<file path="src/rtl/csr_pkg.sv">
package csr_pkg;

    // Data and CSR address widths
    localparam int XLEN       = 32;
    localparam int CSR_ADDR_W = 12;

    // Stage command, CSR_X is a bubble
    typedef enum logic [2:0] {
        CSR_X     = 3'd0,
        CSR_W     = 3'd1,
        CSR_S     = 3'd2,
        CSR_C     = 3'd3,
        CSR_ECALL = 3'd4,
        CSR_MRET  = 3'd5
    } csr_cmd_e;

    // Only U and M are implemented
    typedef enum logic [1:0] {
        PRIV_U = 2'd0,
        PRIV_M = 2'd3
    } priv_mode_e;

    // Machine trap setup
    localparam logic [CSR_ADDR_W-1:0] CSR_MSTATUS  = 12'h300;
    localparam logic [CSR_ADDR_W-1:0] CSR_MISA     = 12'h301;
    localparam logic [CSR_ADDR_W-1:0] CSR_MIE      = 12'h304;
    localparam logic [CSR_ADDR_W-1:0] CSR_MTVEC    = 12'h305;

    // Machine trap handling
    localparam logic [CSR_ADDR_W-1:0] CSR_MSCRATCH = 12'h340;
    localparam logic [CSR_ADDR_W-1:0] CSR_MEPC     = 12'h341;
    localparam logic [CSR_ADDR_W-1:0] CSR_MCAUSE   = 12'h342;
    localparam logic [CSR_ADDR_W-1:0] CSR_MIP      = 12'h344;

    // Machine information, read-only range
    localparam logic [CSR_ADDR_W-1:0] CSR_MHARTID  = 12'hF14;

    // mstatus fields
    localparam int MSTATUS_MIE_BIT  = 3;
    localparam int MSTATUS_MPIE_BIT = 7;
    localparam int MSTATUS_MPP_LSB  = 11;

    // mie fields, mip uses the same positions for its pending bits
    localparam int MIE_MSIE_BIT = 3;
    localparam int MIE_MTIE_BIT = 7;
    localparam int MIE_MEIE_BIT = 11;

    // MXL = 1 for RV32, extension bits A (0), I (8) and M (12)
    localparam logic [XLEN-1:0] MISA_VALUE    = 32'h4000_1101;

    // Single hart system
    localparam logic [XLEN-1:0] MHARTID_VALUE = 32'h0000_0000;

    // Interrupt flag set, exception code 7
    localparam logic [XLEN-1:0] MCAUSE_MTI    = 32'h8000_0007;

    // Environment call from U is 8, from M is 11
    localparam logic [XLEN-1:0] MCAUSE_ECALL_BASE = 32'd8;

endpackage

</file>
<file path="src/rtl/csr_regfile.sv">
`timescale 1ns/100ps

module csr_regfile (
    input  logic                            clk,
    input  logic                            arst_n,
    input  csr_pkg::csr_cmd_e               access_cmd,
    input  logic [csr_pkg::CSR_ADDR_W-1:0]  csr_addr,
    input  logic [csr_pkg::XLEN-1:0]        op1_data,
    input  logic [csr_pkg::XLEN-1:0]        fetch_pc,
    input  csr_pkg::priv_mode_e             mode,
    input  logic                            mtip,
    input  logic                            take_irq,
    input  logic                            take_ecall,
    input  logic                            take_mret,
    output logic [csr_pkg::XLEN-1:0]        csr_rdata,
    output logic [csr_pkg::XLEN-1:0]        mtvec,
    output logic [csr_pkg::XLEN-1:0]        mepc,
    output csr_pkg::priv_mode_e             mstatus_mpp,
    output logic                            mstatus_mie,
    output logic                            mie_mtie
);

    import csr_pkg::*;

    // Implemented CSR state
    logic            mstatus_mpie;
    logic            mie_meie;
    logic            mie_msie;
    logic [XLEN-1:0] mscratch;
    logic [XLEN-1:0] mcause;

    // Access check and read path
    logic            is_rw;
    logic            can_read;
    logic            can_write;
    logic [XLEN-1:0] rdata_mux;

    // Write stage
    csr_cmd_e              save_cmd;
    logic                  save_ok;
    logic                  save_rw;
    logic [CSR_ADDR_W-1:0] save_addr;
    logic [XLEN-1:0]       save_op1;
    logic [XLEN-1:0]       wdata;

    // MPP is WARL, anything but U maps to M
    function automatic priv_mode_e legal_mpp(input logic [1:0] field);
        return (field == PRIV_U) ? PRIV_U : PRIV_M;
    endfunction

    assign is_rw = access_cmd inside {CSR_W, CSR_S, CSR_C};

    // Address bits 9:8 give the lowest mode allowed, 11:10 == 3 is read-only
    assign can_read  = is_rw && (csr_addr[9:8] <= mode);
    assign can_write = can_read && (csr_addr[11:10] != 2'b11);

    always_comb begin
        rdata_mux = '0;
        case (csr_addr)
            CSR_MSTATUS: begin
                rdata_mux[MSTATUS_MIE_BIT]                    = mstatus_mie;
                rdata_mux[MSTATUS_MPIE_BIT]                   = mstatus_mpie;
                rdata_mux[MSTATUS_MPP_LSB +: 2]               = mstatus_mpp;
            end
            CSR_MISA:     rdata_mux = MISA_VALUE;
            CSR_MHARTID:  rdata_mux = MHARTID_VALUE;
            CSR_MIE: begin
                rdata_mux[MIE_MEIE_BIT] = mie_meie;
                rdata_mux[MIE_MTIE_BIT] = mie_mtie;
                rdata_mux[MIE_MSIE_BIT] = mie_msie;
            end
            CSR_MTVEC:    rdata_mux = mtvec;
            CSR_MSCRATCH: rdata_mux = mscratch;
            CSR_MEPC:     rdata_mux = mepc;
            CSR_MCAUSE:   rdata_mux = mcause;
            // MTIP sits at the same position as MTIE
            CSR_MIP:      rdata_mux[MIE_MTIE_BIT] = mtip;
            default:      rdata_mux = '0;
        endcase
    end

    // Read stage, denied or unimplemented reads return 0
    always_ff @(posedge clk or negedge arst_n) begin
        if (!arst_n) begin
            csr_rdata <= '0;
            save_cmd  <= CSR_X;
            save_ok   <= 1'b0;
        end else begin
            csr_rdata <= can_read ? rdata_mux : '0;
            save_cmd  <= access_cmd;
            save_ok   <= can_write;
        end
    end

    always_ff @(posedge clk) begin
        save_addr <= csr_addr;
        save_op1  <= op1_data;
    end

    assign save_rw = save_cmd inside {CSR_W, CSR_S, CSR_C};

    // Modify step on the registered old value
    always_comb begin
        case (save_cmd)
            CSR_W:   wdata = save_op1;
            CSR_S:   wdata = csr_rdata | save_op1;
            CSR_C:   wdata = csr_rdata & ~save_op1;
            default: wdata = '0;
        endcase
    end

    always_ff @(posedge clk or negedge arst_n) begin
        if (!arst_n) begin
            mstatus_mie  <= 1'b0;
            mstatus_mpie <= 1'b0;
            mstatus_mpp  <= PRIV_M;
            mie_meie     <= 1'b0;
            mie_mtie     <= 1'b0;
            mie_msie     <= 1'b0;
            mtvec        <= '0;
            mscratch     <= '0;
            mepc         <= '0;
            mcause       <= '0;
        end else begin
            if (save_ok) begin
                case (save_addr)
                    CSR_MSTATUS: begin
                        mstatus_mie  <= wdata[MSTATUS_MIE_BIT];
                        mstatus_mpie <= wdata[MSTATUS_MPIE_BIT];
                        mstatus_mpp  <= legal_mpp(wdata[MSTATUS_MPP_LSB +: 2]);
                    end
                    CSR_MIE: begin
                        mie_meie <= wdata[MIE_MEIE_BIT];
                        mie_mtie <= wdata[MIE_MTIE_BIT];
                        mie_msie <= wdata[MIE_MSIE_BIT];
                    end
                    CSR_MTVEC:    mtvec    <= wdata;
                    CSR_MSCRATCH: mscratch <= wdata;
                    CSR_MEPC:     mepc     <= wdata;
                    CSR_MCAUSE:   mcause   <= wdata;
                    // misa and mip ignore writes
                    default: ;
                endcase
            end

            // Trap updates come last and override a pending write
            if (take_irq) begin
                mstatus_mpp  <= mode;
                mstatus_mpie <= mstatus_mie;
                mstatus_mie  <= 1'b0;
                mepc         <= fetch_pc;
                mcause       <= MCAUSE_MTI;
            end else if (take_ecall) begin
                mcause <= MCAUSE_ECALL_BASE + XLEN'(mode);
            end else if (take_mret) begin
                mstatus_mie  <= mstatus_mpie;
                mstatus_mpie <= 1'b1;
                mstatus_mpp  <= PRIV_U;
            end
        end
    end

    a_ro_no_write: assert property (
        @(posedge clk) disable iff (!arst_n)
        (save_rw && (save_addr[11:10] == 2'b11) && !take_irq && !take_ecall && !take_mret)
        |=> $stable({mstatus_mie, mstatus_mpie, mstatus_mpp, mie_meie, mie_mtie, mie_msie,
                     mtvec, mscratch, mepc, mcause})
    ) else $error("write to read-only CSR 0x%03h changed state", $past(save_addr));

endmodule

</file>
<file path="src/rtl/csr_stage.sv">
`timescale 1ns/100ps

module csr_stage (
    input  logic                            clk,
    input  logic                            arst_n,
    input  csr_pkg::csr_cmd_e               csr_cmd,
    input  logic [csr_pkg::CSR_ADDR_W-1:0]  csr_addr,
    input  logic [csr_pkg::XLEN-1:0]        op1_data,
    input  logic                            flush,
    input  logic                            interrupt_ready,
    input  logic [csr_pkg::XLEN-1:0]        fetch_pc,
    input  logic [63:0]                     mtime,
    input  logic [63:0]                     mtimecmp,
    output csr_pkg::csr_cmd_e               csr_cmd_out,
    output logic [csr_pkg::XLEN-1:0]        csr_rdata,
    output logic [csr_pkg::XLEN-1:0]        trap_vector,
    output logic                            stall_may_interrupt
);

    import csr_pkg::*;

    csr_cmd_e        access_cmd;
    priv_mode_e      mode;
    priv_mode_e      mstatus_mpp;
    logic            take_irq;
    logic            take_ecall;
    logic            take_mret;
    logic            mtip;
    logic            mstatus_mie;
    logic            mie_mtie;
    logic [XLEN-1:0] mtvec;
    logic [XLEN-1:0] mepc;

    // Pending interrupt doubles as the upstream stall request
    csr_timer_irq u_timer_irq (
        .mtime       (mtime),
        .mtimecmp    (mtimecmp),
        .mode        (mode),
        .mstatus_mie (mstatus_mie),
        .mie_mtie    (mie_mtie),
        .mtip        (mtip),
        .irq_pending (stall_may_interrupt)
    );

    csr_trap_ctrl u_trap_ctrl (
        .clk             (clk),
        .arst_n          (arst_n),
        .csr_cmd         (csr_cmd),
        .flush           (flush),
        .interrupt_ready (interrupt_ready),
        .irq_pending     (stall_may_interrupt),
        .mtvec           (mtvec),
        .mepc            (mepc),
        .mstatus_mpp     (mstatus_mpp),
        .access_cmd      (access_cmd),
        .take_irq        (take_irq),
        .take_ecall      (take_ecall),
        .take_mret       (take_mret),
        .mode            (mode),
        .csr_cmd_out     (csr_cmd_out),
        .trap_vector     (trap_vector)
    );

    csr_regfile u_regfile (
        .clk         (clk),
        .arst_n      (arst_n),
        .access_cmd  (access_cmd),
        .csr_addr    (csr_addr),
        .op1_data    (op1_data),
        .fetch_pc    (fetch_pc),
        .mode        (mode),
        .mtip        (mtip),
        .take_irq    (take_irq),
        .take_ecall  (take_ecall),
        .take_mret   (take_mret),
        .csr_rdata   (csr_rdata),
        .mtvec       (mtvec),
        .mepc        (mepc),
        .mstatus_mpp (mstatus_mpp),
        .mstatus_mie (mstatus_mie),
        .mie_mtie    (mie_mtie)
    );

endmodule

</file>
<file path="src/rtl/csr_timer_irq.sv">
`timescale 1ns/100ps

module csr_timer_irq (
    input  logic [63:0]          mtime,
    input  logic [63:0]          mtimecmp,
    input  csr_pkg::priv_mode_e  mode,
    input  logic                 mstatus_mie,
    input  logic                 mie_mtie,
    output logic                 mtip,
    output logic                 irq_pending
);

    import csr_pkg::*;

    logic global_en;

    // Timer pending as soon as mtime reaches the compare value
    assign mtip = (mtime >= mtimecmp);

    // Lower mode always takes M interrupts, M mode only with MIE set
    assign global_en = (mode == PRIV_U) || mstatus_mie;

    // Also feeds the early stall request, so no register in this path
    assign irq_pending = mtip && mie_mtie && global_en;

    a_pend_needs_mtip: assert final (!irq_pending || mtip)
        else $error("irq_pending high without mtip");

endmodule

</file>
<file path="src/rtl/csr_trap_ctrl.sv">
`timescale 1ns/100ps

module csr_trap_ctrl (
    input  logic                        clk,
    input  logic                        arst_n,
    input  csr_pkg::csr_cmd_e           csr_cmd,
    input  logic                        flush,
    input  logic                        interrupt_ready,
    input  logic                        irq_pending,
    input  logic [csr_pkg::XLEN-1:0]    mtvec,
    input  logic [csr_pkg::XLEN-1:0]    mepc,
    input  csr_pkg::priv_mode_e         mstatus_mpp,
    output csr_pkg::csr_cmd_e           access_cmd,
    output logic                        take_irq,
    output logic                        take_ecall,
    output logic                        take_mret,
    output csr_pkg::priv_mode_e         mode,
    output csr_pkg::csr_cmd_e           csr_cmd_out,
    output logic [csr_pkg::XLEN-1:0]    trap_vector
);

    import csr_pkg::*;

    csr_cmd_e cmd_in;
    csr_cmd_e cmd_next;

    // Flushed commands become bubbles
    assign cmd_in = flush ? CSR_X : csr_cmd;

    // Timer interrupt wins over everything else in the stage
    assign take_irq = irq_pending && interrupt_ready;

    // Incoming command is dropped while an interrupt is taken
    assign access_cmd = take_irq ? CSR_X : cmd_in;

    assign take_ecall = (access_cmd == CSR_ECALL);
    assign take_mret  = (access_cmd == CSR_MRET);

    // Interrupt shows up downstream as a trap like ECALL
    assign cmd_next = take_irq ? CSR_ECALL : access_cmd;

    always_ff @(posedge clk or negedge arst_n) begin
        if (!arst_n) begin
            csr_cmd_out <= CSR_X;
        end else begin
            csr_cmd_out <= cmd_next;
        end
    end

    // Mode and redirect target
    always_ff @(posedge clk or negedge arst_n) begin
        if (!arst_n) begin
            mode        <= PRIV_M;
            trap_vector <= '0;
        end else begin
            if (take_irq || take_ecall) begin
                trap_vector <= mtvec;
                mode        <= PRIV_M;
            end else if (take_mret) begin
                // Return to the mode saved at trap entry
                trap_vector <= mepc;
                mode        <= mstatus_mpp;
            end
        end
    end

    // MPP legalization in the register file keeps mode in {U, M}
    a_mode_legal: assert property (
        @(posedge clk) disable iff (!arst_n)
        mode inside {PRIV_M, PRIV_U}
    ) else $error("illegal privilege mode %0d", mode);

    a_one_strobe: assert property (
        @(posedge clk) disable iff (!arst_n)
        $onehot0({take_irq, take_ecall, take_mret})
    ) else $error("more than one trap strobe high");

endmodule

</file>
<file path="config.mk">
export PLATFORM = sky130hd
export DESIGN_NAME = csr_stage
export DESIGN_NICKNAME = d
export VERILOG_FILES = /design/src/rtl/csr_pkg.sv /design/src/rtl/csr_regfile.sv /design/src/rtl/csr_stage.sv /design/src/rtl/csr_timer_irq.sv /design/src/rtl/csr_trap_ctrl.sv
export SDC_FILE = /design/constraint.sdc
export NUM_CORES = 1
export LEC_CHECK = 0
export BUFFER_PORTS_ARGS = -buffer_cell sky130_fd_sc_hd__buf_2
export CORE_MARGIN = 8
export CORE_UTILIZATION = 35
export DETAILED_ROUTE_END_ITERATION = 7
export GPL_ROUTABILITY_DRIVEN = 0
export SYNTH_ARGS = -nofsm -noshare
export SYNTH_HDL_FRONTEND = slang
export SYNTH_SLANG_ARGS = --single-unit
</file>
<file path="constraint.sdc">
create_clock -name clk -period 4.5 [get_ports clk]
set_clock_uncertainty 0.2 [all_clocks]
set_input_delay 0.45 -clock clk [delete_from_list [all_inputs] [get_ports clk]]
set_output_delay 0.45 -clock clk [all_outputs]
set_load 0.02 [all_outputs]
</file>
==> metrics.txt <==
Hold Path Class=in2reg; Vert. Die Dim=199.6 µm; worst-path cell chain=buf_2 -> inv_1 -> ha_1 -> nand3_1 -> nor3_1 -> and3_1 -> and3_1 -> a22oi_2 -> nand3_1 -> and3_1 -> buf_2; post-route clock period utilization=72.82%; Die X=199.6 µm; most common cell in the netlist=dfrtp_1; initial antenna violation count=1; r2r endpoint=u_regfile.mcause[1]$_DFFE_PN0P_; die area=39850 µm²; Worst path most repeated cell=and3_1; placed cells=1924; Power Density=345.7 nW/µm²; CP max-delay cell=nor3_1; Synth Warn #=0; Worst Setup Path Type=in2out; core outline area=33360 µm²; number of flops mapped to enable cells by yosys=0; Final HPWL DP=26.95 mm; Hold Path Cell Cnt=2; Area Overhead vs Synth=30.41%; Detailed Route WL=38.58 mm; CTS tree=built; sequential power share=45.5%; area leader, netlist=dfrtp_1; max-cap viol count=0; DRT Pass-1 Iters=5; dpl cell area=13690 µm²; Util after Layout=46.13%; setup tns final=0 ns; share of power burned in combinational logic=12.4%; Worst-Margin Slew=1.125 ns; clk sinks=250; crit-path leading delay family=simple AND/OR/NAND/NOR gates; Fin. Hold Viols=0; Worst Path Required=3.85 ns; fin area=15390 µm²; largest net degree at the start of global routing=112; GRT Total Usage=19.06%; Worst-Skew Late Latency=0.54 ns; Max Slew Vio Count=0; setup repair after global routing missed its margin=false; Vias per Instance=5.074; Ant. Diodes=0; Pwr Total=5321 µW; post-synth net total=1529; CP endpoint kind=primary output; Nets=1861; worst vdd ir=0.0002546 V; Rows=67; DR iter-0 viols=613; top cell type's share of synthesized area=42.83%; f_max=305.2 MHz; final setup violation count=0; outcome=finished, final reports clean; crit path DAT=2.63 ns; CP Launch Type=input pin; Seq/Total Area, Yosys=51.18%; first-pass GRT wire length=60.29 mm; DR vias=10423; total grt overflow=0; Syn Std Cell Area=11800 µm²; DR DRC count=0; layout cell share with drive strength beyond 1=25.22%; Reg clk slew, reported paths=0.06 ns; post-route insts no fill=2054; FF-to-FF setup slack=1.56 ns; Relative slew margins=24.32%; Async S/R FF share, synth=82.40%; Final min period=3.277 ns; net switching fraction of the power=25.46%; PortBufs=278; synth unique cells=55; largest stage delay on the critical path=0.46 ns; wire per inst=18.78 µm; CP max FO=3; Leakage=0.007029 µW; NetSw=1355 µW; Pint=3967 µW; I/O pins=279; Mapped Cells=1252; hold_sp=csr_cmd[0]; H-Tree Depth=1; number of CTS-inserted buffers=28; Reg2Reg Launch Point=u_regfile.save_addr[3]$_DFF_P_; Post-DRT Antenna Nets=0; CTS Buffer Depth=3; post-synthesis area per instance=9.427 µm²; top_reg_cell synth=dfrtp_1; worst r2r path cells=7; worst setup path startpoint=mtimecmp[62]; Area contributors post-synth=dfrtp_1, dfxtp_1, ha_1; Hold EP=u_trap_ctrl.csr_cmd_out[0]$_DFF_PN0_; CP bufs+invs=3; Clk pwr share=42.1%; Initial Util=35.37%; vias in the first global route=10819; flops & latches, synth=250; top cells by count, synth=dfrtp_1, nor2_1, a21oi_1, nand2_1, o21ai_0; CTS root buf=clkbuf_16
## stage by stage
step,hold slack (ns),setup WS (ns)
after floorplan,-0.04559,1.662
after global placement,0.2619,1.130
after detailed placement,0.2710,1.078
after CTS,0.006601,1.191
after global routing,0.03417,1.108
final,0.02780,1.223
## worst register-to-register path, stage by stage, from the launching register on
cell	delay (ns)
dfxtp_1	0.30
nor4_1	0.32
nand4_1	0.21
nor3b_1	0.47
and4b_2	0.29
buf_4	0.56
a211oi_1	0.17
a211o_1	0.29
## layout make-up
| type | count | area [µm²] |
|---|---|---|
| fillers | 3276 | 17970 |
| flip-flops and latches | 250 | 6041 |
| multi-input cells | 856 | 5230 |
| repair buffers | 379 | 2379 |
| clock buffers | 43 | 837.1 |
| well taps | 448 | 560.5 |
| inverters | 69 | 259.0 |
| clock inverters | 9 | 86.33 |
## logic make-up (layout without fill, tap and decap cells)
logic type / Yosys count / count (layout) / share of synthesized area, %
AO/OA/AOI/OAI: 425 / 425 / 22.72
multiplexers: 20 / 20 / 1.717
AND/OR/NAND/NOR: 344 / 344 / 12.17
adder cells (fa/ha/maj): 66 / 66 / 6.997
flip-flops: 250 / 250 / 51.18
XOR/XNOR: 1 / 1 / 0.07422
buffers and inverters: 146 / 500 / 5.142
## worst max-delay path by stage
stage / to / slack, ns / cells past startpoint
2_1_floorplan: u_regfile.mepc[0]$_DFFE_PN0P_ / 1.66 / 11
3_3_place_gp: u_regfile.csr_rdata[18]$_DFF_PN0_ / 1.13 / 11
3_5_place_dp: u_regfile.csr_rdata[18]$_DFF_PN0_ / 1.08 / 11
4_1_cts: stall_may_interrupt / 1.19 / 11
5_1_grt: stall_may_interrupt / 1.11 / 11
6_report: stall_may_interrupt / 1.22 / 11
## state kept, by name (all words and copies together) (netlist names), 2 cells and up
name,flops
u_regfile.csr_rdata,32
u_regfile.mcause,32
u_regfile.mepc,32
u_regfile.mscratch,32
u_regfile.mtvec,32
u_regfile.save_op1,32
u_trap_ctrl.trap_vector,32
u_regfile.save_addr,12
u_trap_ctrl.csr_cmd_out,3
u_regfile.mstatus_mpp,2
u_trap_ctrl.mode,2
## power groups by stage
stage               Clock (µW)  Sequential, µW  Combinational [µW]
floorplan                    0            2500                 265
global placement             0            2460                 603
detailed placement           0            2460                 616
CTS                       2300            2420                 674
global route              2400            2430                 743
finish                    2240            2420                 661
## cell usage in the layout (no fill, tap or decap), drive strengths merged, types with 2 or more instances in the layout
cell	n
mux2i	18
a21oi	162
nor4	8
inv	69
or2	3
a222oi	5
dlygate4sd3	78
buf	300
a221oi	6
clkinvlp	2
nor2	159
dfxtp	44
o211ai	2
nor3b	2
clkbuf	44
mux2	2
a211o	3
o21bai	5
dfstp	4
o2bb2ai	15
ha	66
nor2b	3
dfrtp	202
nand3b	3
nand2b	4
nand2	131
and2	3
clkinv	6
nor3	4
and3	3
a211oi	34
a31oi	2
a22oi	69
nand3	8
nand4	8
o21ai	117
## metal layers
layer | wire (µm) | up-vias | GRT usage, % | part of all wire [%]
met5 | 13 | - | 0 | 0.034
met4 | 907 | 2 | 4.632 | 2.4
li1 | - | 5061 | - | -
met2 | 17670 | 343 | 31.00 | 46
met3 | 2778 | 63 | 3.452 | 7.2
met1 | 17210 | 4954 | 25.97 | 45
## timing repair
action / in CTS / in global routing
hold endpoints to repair: 182 / 0
hold buffers: 78 / 0
resized for setup: 0 / 0
setup buffers: 0 / 0
No activity file was read; power rests on OpenSTA's default activity.
